<file path="config.mk">
export PLATFORM = sky130hd
export DESIGN_NAME = tile_top
export DESIGN_NICKNAME = d
export VERILOG_FILES = /design/src/common/tile_pkg.sv /design/src/periph/ctrl_regs.sv /design/src/periph/noc_bridge.sv /design/src/periph/periph_response.sv /design/src/verilog/tile_sync.sv /design/src/verilog/tile_top.sv
export SDC_FILE = /design/constraint.sdc
export NUM_CORES = 1
export LEC_CHECK = 0
export BUFFER_PORTS_ARGS = -buffer_cell sky130_fd_sc_hd__buf_2
export CORE_AREA = 2 2 151 153
export CTS_BUF_LIST = sky130_fd_sc_hd__clkbuf_16
export CTS_CLUSTER_DIAMETER = 200
export DETAILED_ROUTE_END_ITERATION = 8
export DIE_AREA = 0 0 153 155
export PLACE_DENSITY = 0.83
export SETUP_SLACK_MARGIN = 0.15
export SLEW_MARGIN = 20
export SYNTH_ARGS = -nofsm -noshare
export SYNTH_HDL_FRONTEND = slang
export SYNTH_SLANG_ARGS = --single-unit
</file>
<file path="constraint.sdc">
create_clock -name clk_i -period 2.4 [get_ports clk_i]
set_input_delay 0.24 -clock clk_i [delete_from_list [all_inputs] [get_ports clk_i]]
set_output_delay 0.24 -clock clk_i [all_outputs]
set_load 0.02 [all_outputs]
</file>
<file path="src/common/tile_pkg.sv">
//////////////////////////////////////////////////
// shared widths, vector types and memory map
// wake-up counter size for delayed reset release
// control register offsets and NoC bridge states
//////////////////////////////////////////////////

`default_nettype none

package tile_pkg;

  // request and NoC widths
  localparam int unsigned AddrWidth    = 64;
  localparam int unsigned DataWidth    = 64;
  localparam int unsigned NocFlitWidth = 64;
  localparam int unsigned IrqWidth     = 2;

  typedef logic [AddrWidth-1:0]    addr_t;
  typedef logic [DataWidth-1:0]    data_t;
  typedef logic [NocFlitWidth-1:0] flit_t;
  // mip and sip lines
  typedef logic [IrqWidth-1:0]     irq_t;

  // top bit sets after 32768 cycles, enough for the srams to initialise
  localparam int unsigned WakeUpCntWidth = 16;
  // gated reset, irq lines, ipi, timer and debug share one synchroniser
  localparam int unsigned SyncBits       = IrqWidth + 4;

  //////////////////////////////////////////////////
  // memory map
  //////////////////////////////////////////////////
  localparam addr_t CtrlBase   = 64'h0000_0000_D000_0000;
  localparam addr_t CtrlLength = 64'h0000_0000_0000_1000;
  localparam addr_t NocBase    = 64'h0000_0000_0D00_1000;
  localparam addr_t NocLength  = 64'h0000_0000_0000_1000;
  localparam data_t DramBase   = 64'h0000_0000_8000_0000;
  localparam data_t DramLength = 64'h0000_0000_4000_0000;
  // read back through DRAM_END
  localparam data_t DramEnd    = DramBase + DramLength;

  // offset bits inside the 4 KiB control window
  localparam int unsigned CtrlOffWidth = 12;

  // control register offsets
  typedef enum logic [CtrlOffWidth-1:0] {
    EXIT          = 12'h000,
    HW_CNT_EN     = 12'h008,
    EVENT_TRIGGER = 12'h010,
    DRAM_BASE     = 12'h018,
    DRAM_END      = 12'h020
  } ctrl_reg_e;

  // noc bridge sender states
  typedef enum logic [1:0] {
    IDLE,
    HEADER,
    DATA
  } noc_state_e;

endpackage

`default_nettype wire

</file>
<file path="src/periph/ctrl_regs.sv">
//////////////////////////////////////////////////
// control register block
// window decode, read mux and write error
// exit, counter enable and event trigger regs
//////////////////////////////////////////////////

`timescale 1ns/1ps
`default_nettype none

module ctrl_regs (
  input  wire             clk_i,
  input  wire             reset_l,
  input  wire             req_valid_i,
  input  wire             req_we_i,
  input  tile_pkg::addr_t req_addr_i,
  input  tile_pkg::data_t req_wdata_i,
  output logic            hit_o,
  output tile_pkg::data_t rdata_o,
  output logic            err_o,
  output logic            exit_o,
  output logic            hw_cnt_en_o,
  output tile_pkg::data_t event_trigger_o
);

  import tile_pkg::*;

  ctrl_reg_e offset;
  logic      wr_en;
  logic      exit_q;
  logic      hw_cnt_en_q;
  data_t     event_trigger_q;

  // window decode
  assign hit_o  = (req_addr_i >= CtrlBase) && (req_addr_i < CtrlBase + CtrlLength);
  assign offset = ctrl_reg_e'(req_addr_i[CtrlOffWidth-1:0]);

  //////////////////////////////////////////////////
  // read mux and write check
  //////////////////////////////////////////////////

  always_comb begin
    rdata_o = '0;
    err_o   = 1'b0;
    unique case (offset)
      EXIT: begin
        rdata_o[0] = exit_q;
      end
      HW_CNT_EN: begin
        rdata_o[0] = hw_cnt_en_q;
      end
      EVENT_TRIGGER: begin
        rdata_o = event_trigger_q;
      end
      // dram bounds are read-only
      DRAM_BASE: begin
        rdata_o = DramBase;
        err_o   = req_we_i;
      end
      DRAM_END: begin
        rdata_o = DramEnd;
        err_o   = req_we_i;
      end
      // unlisted offset, reads as zero
      default: begin
        err_o = req_we_i;
      end
    endcase
  end

  // a rejected write leaves every register alone
  assign wr_en = req_valid_i & req_we_i & hit_o & ~err_o;

  //////////////////////////////////////////////////
  // registers
  //////////////////////////////////////////////////

  always_ff @(posedge clk_i or negedge reset_l) begin
    if (!reset_l) begin
      exit_q          <= 1'b0;
      hw_cnt_en_q     <= 1'b0;
      event_trigger_q <= '0;
    end else if (wr_en) begin
      // only bit 0 is kept for the flags
      if (offset == EXIT) exit_q <= req_wdata_i[0];
      if (offset == HW_CNT_EN) hw_cnt_en_q <= req_wdata_i[0];
      if (offset == EVENT_TRIGGER) event_trigger_q <= req_wdata_i;
    end
  end

  assign exit_o          = exit_q;
  assign hw_cnt_en_o     = hw_cnt_en_q;
  assign event_trigger_o = event_trigger_q;

endmodule

`default_nettype wire

</file>
<file path="src/periph/noc_bridge.sv">
//////////////////////////////////////////////////
// NoC window bridge
// captures a write, sends header then data flit
// holds each flit under back-pressure
//////////////////////////////////////////////////

`timescale 1ns/1ps
`default_nettype none

module noc_bridge (
  input  wire             clk_i,
  input  wire             reset_l,
  input  wire             req_valid_i,
  input  wire             req_we_i,
  input  tile_pkg::addr_t req_addr_i,
  input  tile_pkg::data_t req_wdata_i,
  input  wire             noc_ready_i,
  output logic            hit_o,
  output tile_pkg::data_t rdata_o,
  output logic            err_o,
  output logic            noc_valid_o,
  output tile_pkg::flit_t noc_data_o
);

  import tile_pkg::*;

  noc_state_e state_q;
  noc_state_e state_d;
  logic       busy;
  logic       accept;
  logic       flit_done;
  addr_t      addr_q;
  data_t      data_q;

  // window decode
  assign hit_o = (req_addr_i >= NocBase) && (req_addr_i < NocBase + NocLength);

  // pending until the data flit is taken
  assign busy = (state_q != IDLE);

  // writes only get in while idle
  assign err_o  = hit_o & req_we_i & busy;
  assign accept = req_valid_i & req_we_i & hit_o & ~busy;

  // status read, bit 0 is the pending flag
  assign rdata_o = {{(DataWidth-1){1'b0}}, busy};

  //////////////////////////////////////////////////
  // sender FSM
  //////////////////////////////////////////////////

  assign flit_done = noc_valid_o & noc_ready_i;

  always_comb begin
    state_d = state_q;
    unique case (state_q)
      IDLE:   if (accept) state_d = HEADER;
      HEADER: if (flit_done) state_d = DATA;
      DATA:   if (flit_done) state_d = IDLE;
      default: state_d = IDLE;
    endcase
  end

  always_ff @(posedge clk_i or negedge reset_l) begin
    if (!reset_l) begin
      state_q <= IDLE;
    end else begin
      state_q <= state_d;
    end
  end

  // payload capture, stable until both flits leave
  always_ff @(posedge clk_i) begin
    if (accept) begin
      addr_q <= req_addr_i;
      data_q <= req_wdata_i;
    end
  end

  // header flit is the address, data flit the write data
  assign noc_valid_o = busy;
  assign noc_data_o  = (state_q == HEADER) ? flit_t'(addr_q) : flit_t'(data_q);

endmodule

`default_nettype wire

</file>
<file path="src/periph/periph_response.sv">
//////////////////////////////////////////////////
// response combiner
// merges control and NoC results
// one cycle registered response, unmapped error
//////////////////////////////////////////////////

`timescale 1ns/1ps
`default_nettype none

module periph_response (
  input  wire             clk_i,
  input  wire             reset_l,
  input  wire             req_valid_i,
  input  wire             req_we_i,
  input  wire             ctrl_hit_i,
  input  tile_pkg::data_t ctrl_rdata_i,
  input  wire             ctrl_err_i,
  input  wire             noc_hit_i,
  input  tile_pkg::data_t noc_rdata_i,
  input  wire             noc_err_i,
  output logic            resp_valid_o,
  output tile_pkg::data_t resp_rdata_o,
  output logic            resp_err_o
);

  import tile_pkg::*;

  data_t sel_rdata;
  logic  sel_err;
  logic  valid_q;
  data_t rdata_q;
  logic  err_q;

  // windows never overlap, so at most one hit
  always_comb begin
    sel_rdata = '0;
    sel_err   = 1'b1;
    if (ctrl_hit_i) begin
      sel_rdata = ctrl_rdata_i;
      sel_err   = ctrl_err_i;
    end else if (noc_hit_i) begin
      sel_rdata = noc_rdata_i;
      sel_err   = noc_err_i;
    end
    // writes return no data
    if (req_we_i) sel_rdata = '0;
  end

  // valid strobe trails the request by one cycle
  always_ff @(posedge clk_i or negedge reset_l) begin
    if (!reset_l) begin
      valid_q <= 1'b0;
    end else begin
      valid_q <= req_valid_i;
    end
  end

  // response payload, only loaded on a request
  always_ff @(posedge clk_i) begin
    if (req_valid_i) begin
      rdata_q <= sel_rdata;
      err_q   <= sel_err;
    end
  end

  assign resp_valid_o = valid_q;
  assign resp_rdata_o = rdata_q;
  assign resp_err_o   = err_q;

endmodule

`default_nettype wire

</file>
<file path="src/verilog/tile_sync.sv">
//////////////////////////////////////////////////
// tile bring-up
// wake-up counter and gated reset
// two-flop synchronisers for reset and interrupts
//////////////////////////////////////////////////

`timescale 1ns/1ps
`default_nettype none

module tile_sync (
  input  wire            clk_i,
  input  wire            reset_l,
  input  tile_pkg::irq_t irq_i,
  input  wire            ipi_i,
  input  wire            time_irq_i,
  input  wire            debug_req_i,
  output logic           spc_grst_l,
  output tile_pkg::irq_t irq_o,
  output logic           ipi_o,
  output logic           time_irq_o,
  output logic           debug_req_o
);

  import tile_pkg::*;

  //////////////////////////////////////////////////
  // wake-up counter
  //////////////////////////////////////////////////

  // holds the tile in reset while on-chip memories initialise
  logic [WakeUpCntWidth-1:0] wake_cnt_q;
  logic                      wake_done;
  logic                      rst_gate;

  assign wake_done = wake_cnt_q[WakeUpCntWidth-1];

  // saturates once the top bit is set
  always_ff @(posedge clk_i or negedge reset_l) begin
    if (!reset_l) begin
      wake_cnt_q <= '0;
    end else if (!wake_done) begin
      wake_cnt_q <= wake_cnt_q + 1'b1;
    end
  end

  // gated reset, still asynchronous to the tile at this point
  assign rst_gate = wake_done & reset_l;

  //////////////////////////////////////////////////
  // synchronisers
  //////////////////////////////////////////////////

  logic [SyncBits-1:0] sync_in;
  logic [SyncBits-1:0] meta_q;
  logic [SyncBits-1:0] sync_q;

  // bit order: gated reset, irq lines, ipi, timer, debug
  assign sync_in = {rst_gate, irq_i, ipi_i, time_irq_i, debug_req_i};

  // first stage may go metastable, second stage settles
  always_ff @(posedge clk_i or negedge reset_l) begin
    if (!reset_l) begin
      meta_q <= '0;
      sync_q <= '0;
    end else begin
      meta_q <= sync_in;
      sync_q <= meta_q;
    end
  end

  // outputs trail their inputs by two cycles
  assign spc_grst_l  = sync_q[SyncBits-1];
  assign irq_o       = sync_q[SyncBits-2 -: IrqWidth];
  assign ipi_o       = sync_q[2];
  assign time_irq_o  = sync_q[1];
  assign debug_req_o = sync_q[0];

endmodule

`default_nettype wire

</file>
<file path="src/verilog/tile_top.sv">
//////////////////////////////////////////////////
// tile top level
// bring-up, control regs, NoC bridge, response
//////////////////////////////////////////////////

`timescale 1ns/1ps
`default_nettype none

module tile_top (
  input  wire             clk_i,
  input  wire             reset_l,
  output logic            spc_grst_l,
  // async interrupt and debug inputs
  input  tile_pkg::irq_t  irq_i,
  input  wire             ipi_i,
  input  wire             time_irq_i,
  input  wire             debug_req_i,
  output tile_pkg::irq_t  irq_o,
  output logic            ipi_o,
  output logic            time_irq_o,
  output logic            debug_req_o,
  // peripheral request strobe and response
  input  wire             req_valid_i,
  input  wire             req_we_i,
  input  tile_pkg::addr_t req_addr_i,
  input  tile_pkg::data_t req_wdata_i,
  output logic            resp_valid_o,
  output tile_pkg::data_t resp_rdata_o,
  output logic            resp_err_o,
  // control register levels
  output logic            exit_o,
  output logic            hw_cnt_en_o,
  output tile_pkg::data_t event_trigger_o,
  // noc output
  output logic            noc_valid_o,
  output tile_pkg::flit_t noc_data_o,
  input  wire             noc_ready_i
);

  import tile_pkg::*;

  logic  ctrl_hit;
  data_t ctrl_rdata;
  logic  ctrl_err;
  logic  noc_hit;
  data_t noc_rdata;
  logic  noc_err;

  //////////////////////////////////////////////////
  // bring-up
  //////////////////////////////////////////////////

  tile_sync i_tile_sync (
    .clk_i       (clk_i),
    .reset_l     (reset_l),
    .irq_i       (irq_i),
    .ipi_i       (ipi_i),
    .time_irq_i  (time_irq_i),
    .debug_req_i (debug_req_i),
    .spc_grst_l  (spc_grst_l),
    .irq_o       (irq_o),
    .ipi_o       (ipi_o),
    .time_irq_o  (time_irq_o),
    .debug_req_o (debug_req_o)
  );

  //////////////////////////////////////////////////
  // peripherals, both run off the gated reset
  //////////////////////////////////////////////////

  ctrl_regs i_ctrl_regs (
    .clk_i           (clk_i),
    .reset_l         (spc_grst_l),
    .req_valid_i     (req_valid_i),
    .req_we_i        (req_we_i),
    .req_addr_i      (req_addr_i),
    .req_wdata_i     (req_wdata_i),
    .hit_o           (ctrl_hit),
    .rdata_o         (ctrl_rdata),
    .err_o           (ctrl_err),
    .exit_o          (exit_o),
    .hw_cnt_en_o     (hw_cnt_en_o),
    .event_trigger_o (event_trigger_o)
  );

  noc_bridge i_noc_bridge (
    .clk_i       (clk_i),
    .reset_l     (spc_grst_l),
    .req_valid_i (req_valid_i),
    .req_we_i    (req_we_i),
    .req_addr_i  (req_addr_i),
    .req_wdata_i (req_wdata_i),
    .noc_ready_i (noc_ready_i),
    .hit_o       (noc_hit),
    .rdata_o     (noc_rdata),
    .err_o       (noc_err),
    .noc_valid_o (noc_valid_o),
    .noc_data_o  (noc_data_o)
  );

  periph_response i_periph_response (
    .clk_i        (clk_i),
    .reset_l      (spc_grst_l),
    .req_valid_i  (req_valid_i),
    .req_we_i     (req_we_i),
    .ctrl_hit_i   (ctrl_hit),
    .ctrl_rdata_i (ctrl_rdata),
    .ctrl_err_i   (ctrl_err),
    .noc_hit_i    (noc_hit),
    .noc_rdata_i  (noc_rdata),
    .noc_err_i    (noc_err),
    .resp_valid_o (resp_valid_o),
    .resp_rdata_o (resp_rdata_o),
    .resp_err_o   (resp_err_o)
  );

endmodule

`default_nettype wire
</file>
# [Yosys cells after proc, flatten, opt, wreduce, memory -nomap -nowiden]
# Cells that the tools add are included.
# W data, S select, Z words.
[totals] reg_bits=290 output_inout_bits=203 elab_cells=61 input_bits=138
[classes] bitwise_logic=11 n_eq_ne=9 n_addsub=1 reduce_logical=10 order_cmp=4 n_mux=13
[ops] op="$pmux W63 S3" n=1
[ops] op="$mux W64" n=2
[ops] op="$ge A64 B28 Y1 const B" n=1
[ops] op="$ge A64 B32 Y1 const B" n=1
[ops] op="$lt A64 B28 Y1 const B" n=1
[ops] op="$lt A64 B32 Y1 const B" n=1
[ops] op="$eq A12 B5 Y1 const B" n=2
[ops] op="$add A16 B1 Y16 const B" n=1
[ops] op="$mux W16" n=1
[ops] op="$eq A12 B4 Y1 const B" n=1
[ops] op="$eq A12 B6 Y1 const B" n=1
[ops] op="$logic_not A12 Y1" n=1
[ops] op="$and A1 B1 Y1" n=9
[ops] op="$mux W2" n=3
[ops] op="$ne A2 B1 Y1 const B" n=3
[ops] op="$pmux W2 S3" n=1
[ops] op="$reduce_and A2 Y1" n=3
[ops] op="$mux W1" n=4
[ops] op="$pmux W1 S3" n=1
[ops] op="$reduce_and A3 Y1" n=1
[ops] op="$reduce_or A3 Y1" n=1
[ops] op="$eq A2 B1 Y1 const B" n=1
[ops] op="$eq A2 B2 Y1 const B" n=1
[ops] op="$logic_and A1 B1 Y1" n=2
[ops] op="other kinds (3)" n=4

# [Longest topological paths before layout]
# Gate-level depths: netlist of the first run.
[depth] depth_word=6 ltp_mapped=7 mapped_depth_nobuf=6

# [Modules after synthesis]
# A second synthesis of the first run with hierarchy kept.
[hier_totals] hier_cells=911 area_unflattened_um2=12878.6
[modules_own_cells] mod="noc_bridge" cells_per_inst=296 area_per_inst_um2=5355.1 seq_area_each_um2=3893.7 instances=1
[modules_own_cells] mod="periph_response" cells_per_inst=289 area_per_inst_um2=3226.8 seq_area_each_um2=1976.9 instances=1
[modules_own_cells] mod="ctrl_regs" cells_per_inst=252 area_per_inst_um2=3219.3 seq_area_each_um2=1651.6 instances=1
[modules_own_cells] mod="tile_sync" cells_per_inst=74 area_per_inst_um2=1077.3 seq_area_each_um2=700.7 instances=1

# [Worst setup path before layout of the first run]
# No wires, ideal clock.
[synth_timing] path_kind="input port to flip-flop" from="input req_addr_i[45]" to="register i_noc_bridge.addr_q[0] (enable)" path_slack_ns=-2.206 required_time_ns=1.896 arrival_ns=4.102 setup_time_ns=0.504 path_buffers=0 path_stages=4 cell_sequence="nor4_1 > nand4_1 > nor3_2 > and3_1"
[synth_via] elab_chain_len=4 elab_cells_between_ends=5 cone_classes="order compare: 2; bitwise: 2; reduce/logical: 1"
[synth_rtl] element="from (decl)" line_no="tile_top.sv:25" text="input tile_pkg::addr_t req_addr_i,"
[synth_rtl] element="$ge A64 B28 Y1 / $lt A64 B28 Y1 (equally long branches)" line_no="noc_bridge.sv:36" text="assign hit_o = (req_addr_i >= NocBase) && (req_addr_i < NocBase + NocLength);"
[synth_rtl] element="$logic_and A1 B1 Y1 (*)" line_no="noc_bridge.sv:36"
[synth_rtl] element="$and A1 B1 Y1 (*) (2 in a row)" line_no="noc_bridge.sv:43" text="assign accept = req_valid_i & req_we_i & hit_o & ~busy;"
[synth_rtl] element="via i_noc_bridge.accept" line_no="noc_bridge.sv:30" text="logic accept;"
[synth_rtl] element="to (signal assigned)" line_no="noc_bridge.sv:75" text="addr_q <= req_addr_i;"
[synth_rtl] element="to (decl)" line_no="noc_bridge.sv:32" text="addr_t addr_q;"
# Mark *: on every way through the listed nets, which the timed path passes. The rest lies on a longest branch.
# A chain may end at the register's enable or synchronous reset.

# [Worst setup path after layout of the first run]
[layout_timing] from="input req_addr_i[12]" to="register i_ctrl_regs.event_trigger_q[41], in the netlist i_ctrl_regs.event_trigger_o[41]"
[layout_via] elab_chain_len=5 elab_cells_between_ends=6 cone_classes="order compare: 2; bitwise: 2; reduce/logical: 2"
[layout_rtl] element="$ge A64 B32 Y1 / $lt A64 B32 Y1 (equally long branches)" line_no="ctrl_regs.sv:34" text="assign hit_o = (req_addr_i >= CtrlBase) && (req_addr_i < CtrlBase + CtrlLength);"
[layout_rtl] element="$logic_and A1 B1 Y1 (*)" line_no="ctrl_regs.sv:34"
[layout_rtl] element="$and A1 B1 Y1 (*) (2 in a row)" line_no="ctrl_regs.sv:71" text="assign wr_en = req_valid_i & req_we_i & hit_o & ~err_o;"
[layout_rtl] element="$reduce_and A2 Y1 (no source line) (*)"
[layout_rtl] element="to (signal assigned)" line_no="ctrl_regs.sv:86" text="if (offset == EVENT_TRIGGER) event_trigger_q <= req_wdata_i;"
[layout_rtl] element="to (decl)" line_no="ctrl_regs.sv:31" text="data_t event_trigger_q;"
# Mark *: on every way between the ends. The rest lies on a longest branch, timed or not.

==> flow_metrics.tcl, run 1 <==
set metrics [dict create \
    power_uw 10400 \
    synth-async-reset-ratio_pct 33.4 \
    startpoint_type "input pin" \
    timing.fmax_ghz 0.446 \
    status "finished, final reports clean" \
    dp_hpwl_mm 19.1 \
    cts_sinks 290 \
    yosysWarnings 0 \
    worstMarginPinSlew_ns 0.971 \
    yosysUniqueCellTypes 38 \
    nNetsFinal 1269 \
    cap_violations 0 \
    rsz0062_at_grt "yes" \
    synthCells 606 \
    clkSlewWorstSetupHoldPaths_ns 0.06 \
    die_x_microns 153 \
    fillers 1271 \
    end_kind "register" \
    utilization_pct 72.4 \
    cts_tree "built" \
    grt_max_degree 67 \
    synth_edf_count 193 \
    fin_crit_ns 2.24 \
    cts_root_buffer "clkbuf_16" \
    peakVddDrop_mv 0.502 \
    cp-startpoint "req_addr_i[12]" \
    grt_pass1_wl_mm 47.8 \
    via_per_inst 5.37 \
    worstReg2RegEnd "i_noc_bridge.addr_q[32]" \
    skew_ns 0.0131 \
    wl_per_cell_microns 22.9 \
    initial_core_util_pct 49.9 \
    min_path_type "in -> reg" \
    seq_area_frac_synth_pct 74.1 \
    max_stage_delay_ns 0.58 \
    cp_cell_sequence "dlygate4sd3_1 > buf_2 > nand4b_1 > or4_4 > nor3_4 > nand4_4 > buf_12 > mux2_4" \
    dieArea_sq_um 23700 \
    critPathMaxFanout 32 \
    crit_type "in -> reg" \
    core_area_sq_um 22200 \
    crit_end "i_ctrl_regs.event_trigger_o[41]" \
    fin_area_sq_um 16100 \
    ys_seq_elements 290 \
    netlist_area_sq_um 11100 \
    setup_viol 0 \
    htreeDepth 1 \
    place_area_sq_um 13400 \
    p_leak_uw 0.00725 \
    routed_wirelength_mm 32.9 \
    grt_pass1_vias 8041 \
    drc 0 \
    std_cell_rows 55 \
    rr_worst_depth 4 \
    timing.final.crit_share_pct 93.5 \
    final-hold-violation-count 0 \
    synthToLayoutAreaGrowth_pct 45.0 \
    power_density_nw_per_um2 648 \
    r2r_slack_ns 0.75 \
    antenna_found_initial 0 \
    ys.flop_type "edfxtp_1" \
    gp_congestion 0.810 \
    port_buffers 340 \
    num_vias 7715 \
    synth_nets 745 \
    drt.antenna.violating_nets 0 \
    io-pin-count 341 \
    grt_overflow 0 \
    cts_buffer_depth 3 \
    drv_slew 0 \
    crit_arrival_ns 2.65 \
    drt_pass1_iterations 4 \
    syn_avg_cell_area_sq_um 18.3 \
    slowest_stage "dlygate4sd3_1" \
    r2r_start "i_noc_bridge.state_q[1]" \
    clk_latency_ns 0.53 \
    track_usage_pct 26.1 \
    die_h_microns 155 \
    drive_above_1_share_pct 49.0 \
    relSlewSlack_pct 35.3 \
    first_iter_violations 526 \
    cp.required_ns 2.81 \
    cts_buffers 29 \
]
[synth_stat cells (2+ instances only)]
library cell | n | area share (%)
a21o_1 | 2 | 0.14
nor3_1 | 5 | 0.23
mux2i_1 | 2 | 0.18
mux2_4 | 60 | 8.1
nor2_1 | 11 | 0.37
nand3_1 | 8 | 0.36
a21oi_1 | 2 | 0.090
nor2b_1 | 4 | 0.23
nand2_1 | 7 | 0.24
and3_1 | 4 | 0.23
and2_1 | 62 | 3.5
and4_1 | 2 | 0.16
dfrtp_1 | 97 | 22
xnor2_1 | 11 | 0.87
edfxtp_1 | 193 | 52
nand4_1 | 7 | 0.39
clkbuf_1 | 12 | 0.41
nor4_1 | 12 | 0.68
buf_6 | 6 | 0.61
xor2_1 | 3 | 0.24
nor4b_1 | 2 | 0.16
buf_1 | 3 | 0.10
inv_1 | 5 | 0.17
mux2_2 | 71 | 7.2
o21ai_0 | 2 | 0.090
[power breakdown]
group	leakage, uW	switching, uW	internal [uW]
clock network	0.000476	1880	2510
logic	0.00371	301	302
registers	0.00306	20.5	5410
total	0.00725	2200	8220
[metrics by stage]
stage | TNS (ns) | setup slack, ns | cells | hold slack (ns)
after CTS | 0 | 0.113 | 1423 | 0.0155
after detailed placement | 0 | 0.0113 | 1235 | 0.112
after floorplan | -4.91 | -0.0384 | 606 | -0.0556
after global placement | -1.35 | -0.0334 | 1235 | 0.114
final | 0 | 0.156 | 1438 | 0.0567
after global routing | 0 | 0.115 | 1437 | 0.0442
[cells by family (layout without fill, tap and decap cells)]
group / after synthesis / after routing / share of synthesized area [%]
XOR/XNOR: 14 / 14 / 1.10
AO/OA/AOI/OAI: 10 / 10 / 0.642
adder cells (fa/ha/maj): 1 / 1 / 0.113
flip-flops: 290 / 290 / 74.1
multiplexers: 133 / 133 / 15.5
AND/OR/NAND/NOR: 131 / 131 / 7.25
buffers and inverters: 27 / 573 / 1.33
other: 0 / 1 / 0
[timing repair]
action,CTS,global route
hold endpoints to repair,229,0
pin swaps,0,13
endpoints found under the setup margin,24,317
gates cloned,0,5
hold buffers,135,0
setup buffers,0,9
resized for setup,0,51
[worst max-delay path: cells and delay by family]
kind,cells,cell delay [ns]
multiplexers,1,0.34
buffers and inverters,3,0.96
AND/OR/NAND/NOR,4,1.06
[worst min-delay path by stage]
| stage | to | cells past startpoint | start |
|---|---|---|---|
| after floorplan | i_tile_sync.meta_q[0] | 0 | reset_l |
| after global placement | i_tile_sync.meta_q[5] | 1 | reset_l |
| after detailed placement | i_tile_sync.meta_q[5] | 1 | reset_l |
| after CTS | i_periph_response.resp_err_o | 2 | req_we_i |
| after global routing | i_periph_response.resp_err_o | 2 | req_we_i |
| final | i_periph_response.resp_err_o | 2 | req_we_i |
[layout make-up]
cell class	count	area (sq um)	share of cell area, %
Clock buffer	29	726	4.51
Timing Repair Buffer	515	3720	23.1
Clock inverter	24	186	1.16
Inverter	5	18.8	0.117
Antenna cell	1	2.50	0.0155
Sequential cell	290	8230	51.1
Multi-Input combinational cell	289	2870	17.8
Tap cell	285	357	2.22
[sequential cells by signal (all words and copies together), names as in the netlist, 2 cells and up]
| name | count |
|---|---|
| i_noc_bridge.data_q | 64 |
| i_tile_sync.sync_q | 6 |
| i_tile_sync.meta_q | 6 |
| i_tile_sync.wake_cnt_q | 16 |
| i_periph_response.resp_rdata_o | 64 |
| i_ctrl_regs.event_trigger_o | 64 |
| i_noc_bridge.addr_q | 64 |
| i_noc_bridge.state_q | 2 |
[cells in the final DEF, fill, tap and decap left out, types with 3 or more instances in the layout]
cell,Yosys,layout
mux2_2,71,71
nor3_1,5,4
clkbuf_16,0,34
nor4_1,12,5
buf_2,1,327
nor2b_1,4,3
nand4_1,7,7
mux2_4,60,60
dlygate4sd3_1,0,120
dfrtp_1,97,96
inv_1,5,13
buf_12,0,10
xnor2_1,11,11
nor2_1,11,10
buf_6,6,16
clkinv_1,0,8
dlymetal6s4s_1,0,15
nand2_1,7,7
bufinv_16,0,3
edfxtp_1,193,193
nand3_1,8,8
buf_4,0,21
nor4_4,0,7
and3_1,4,3
and2_1,62,62
xor2_1,3,3
[per-layer routing]
metal | routed length (microns) | vias up | share of wire [%] | global-route usage, %
li1 | - | 3307 | - | -
met1 | 12400 | 3853 | 38 | 32.3
met2 | 17100 | 495 | 52 | 47.2
met3 | 2550 | 60 | 7.8 | 4.85
met4 | 826 | 0 | 2.5 | 7.41
met5 | 0 | - | 0 | 0
(Power assumes the default switching activity.)
==> run 2: changes to the inputs <==
CELL_PAD_IN_SITES_DETAIL_PLACEMENT = 1   (was not set)
CELL_PAD_IN_SITES_GLOBAL_PLACEMENT = 1   (was not set)
CORE_AREA = 2 2 166 168   (was 2 2 151 153)
DIE_AREA = 0 0 168 170   (was 0 0 153 155)
==> run 2 against run 1 <==
  * Final cell count rose by 4.7%
  * Total power is 1.2% higher
  * Critical path depth decreased by 3
  * Maximum frequency fell by 0.24%
  * Combinational power about the same
  * Via count increased by 1.5%
  * Highest routed layer is now met5
  * Die area rose by 20%
==> flow_metrics.tcl, run 2 (synthesized netlist as in run 1, its figures left out) <==
set metrics [dict create \
    worstMarginPinSlew_ns 1.03 \
    cp_top_family "buffers and inverters" \
    io-pin-count 341 \
    grt_pass1_vias 8564 \
    track_usage_pct 26.2 \
    hold_ws_ns 0.0545 \
    timing.fmax_ghz 0.445 \
    place_inst 1290 \
    synthToLayoutAreaGrowth_pct 46.6 \
    path_common_cell "buf_12" \
    drive_above_1_share_pct 49.4 \
    cp_cell_sequence "nor2b_4 > buf_12 > buf_12 > mux2_2 > buf_2" \
    core_area_sq_um 26700 \
    clkSlewWorstSetupHoldPaths_ns 0.06 \
    dieArea_sq_um 28600 \
    final_common_cell "buf_2" \
    startpoint_type "register" \
    rsz0062_at_grt "yes" \
    routed_wirelength_mm 40.7 \
    htreeDepth 1 \
    wl_per_cell_microns 27.1 \
    peakVddDrop_mv 0.470 \
    crit_type "reg -> out" \
    worst-path-buf-inv 3 \
    fin_crit_ns 2.25 \
    gp_congestion 0.800 \
    clk_latency_ns 0.56 \
    grt_max_degree 67 \
    initial_core_util_pct 41.7 \
    num_vias 7829 \
    cap_violations 0 \
    num_antenna_cells 0 \
    skew_ns 0.0112 \
    cp.required_ns 2.16 \
    drt_pass1_iterations 5 \
    hold_depth 2 \
    end_kind "primary output" \
    power_density_nw_per_um2 648 \
    rr_worst_depth 5 \
    power_uw 10500 \
    dp_hpwl_mm 22.7 \
    antenna_found_initial 1 \
    relSlewSlack_pct 31.7 \
    min_path_type "in -> reg" \
    tns_ns 0 \
    cts_sinks 290 \
    cts_buffers 31 \
    crit_cells 5 \
    status "finished, final reports clean" \
    stdcell_count 1505 \
    p_leak_uw 0.00728 \
    cts_root_buffer "clkbuf_16" \
    final_cell_mix "buf_2, edfxtp_1, dlygate4sd3_1" \
    via_per_inst 5.20 \
    crit_arrival_ns 2.01 \
    cts_buffer_depth 3 \
    fillers 2463 \
    setup_viol 0 \
    slowest_stage "dfrtp_1" \
    grt_pass1_wl_mm 55.8 \
    drv_slew 0 \
    die_x_microns 168 \
    timing.final.crit_share_pct 93.7 \
    grt_overflow 0 \
    cts_tree "built" \
    drc 0 \
    max_stage_delay_ns 0.42 \
    std_cell_rows 60 \
    die_h_microns 170 \
    port_buffers 340 \
    final-hold-violation-count 0 \
    critPathMaxFanout 14 \
    first_iter_violations 598 \
    nNetsFinal 1278 \
    drt.antenna.violating_nets 0 \
]
[run 2: changes by cell type in the layout (fill, tap and decap cells not counted), sizes merged]
| cell | before | now |
|---|---|---|
| dlygate4sd3 | 120 | 130 |
| buf | 375 | 377 |
| inv | 15 | 20 |
| clkbuf | 34 | 42 |
| diode | 1 | 0 |
| dlymetal6s4s | 15 | 5 |
| bufinv | 3 | 1 |
| clkinv | 11 | 10 |
[run 2: power breakdown]
part	internal, uW	switching [uW]
registers	5410	23.2
logic	288	317
clock network	2500	2010
[run 2: layout make-up]
type | count | area, sq um | share of cell area (%)
Multi-Input combinational cell | 289 | 2830 | 17.4
Timing Repair Buffer | 522 | 3840 | 23.6
Tap cell | 341 | 427 | 2.62
Sequential cell | 290 | 8230 | 50.5
Clock inverter | 26 | 136 | 0.838
Inverter | 5 | 18.8 | 0.115
Clock buffer | 32 | 801 | 4.92
[run 2: metrics by stage]
stage                     worst slack [ns]  util [%]  cell area [sq um]
after floorplan                    -0.0384         -              11200
after global placement             -0.0162      50.6              13500
after detailed placement           -0.0727      50.6              13500
after CTS                            0.129      59.2              15800
after global routing                0.0899      61.1              16300
final                                0.150      61.1              16300
[run 2: timing repair]
action | 4_1_cts | 5_1_grt
resized for setup | 2 | 28
pin swaps | 0 | 7
hold buffers | 135 | 0
setup buffers | 0 | 9
cloned | 0 | 13
setup endpoints to repair | 28 | 317
hold endpoints to repair | 229 | 0
[run 2: worst paths after layout]
check | from | end | slack [ns]
setup / recovery | i_noc_bridge.state_q[1] | noc_data_o[10] | 0.15
hold / removal | req_addr_i[26] | i_noc_bridge.addr_q[26] | 0.05
setup reg to reg | i_noc_bridge.state_q[0] | i_noc_bridge.data_q[30] | 0.70
hold reg to reg | i_tile_sync.sync_q[5] | i_ctrl_regs.event_trigger_o[17] | 0.23
max in group asynchronous | i_tile_sync.sync_q[5] | i_ctrl_regs.event_trigger_o[41] | 1.42
min in group asynchronous | reset_l | i_tile_sync.sync_q[1] | 0.13
[run 2: layer usage]
| layer | GRT usage (%) | part of all wire, % | wire length (microns) |
|---|---|---|---|
| met1 | 30.1 | 38 | 15500 |
| met2 | 48.6 | 52 | 21000 |
| met3 | 6.28 | 7.3 | 2970 |
| met4 | 7.64 | 3.2 | 1290 |
| met5 | 0 | 0.032 | 13 |
[run 2: worst register-to-register path, delay by kind of cell (launching register included)]
kind | cells | cell delay, ns
buffers and inverters | 3 | 0.55
AND/OR/NAND/NOR | 2 | 0.47
flip-flops | 1 | 0.38
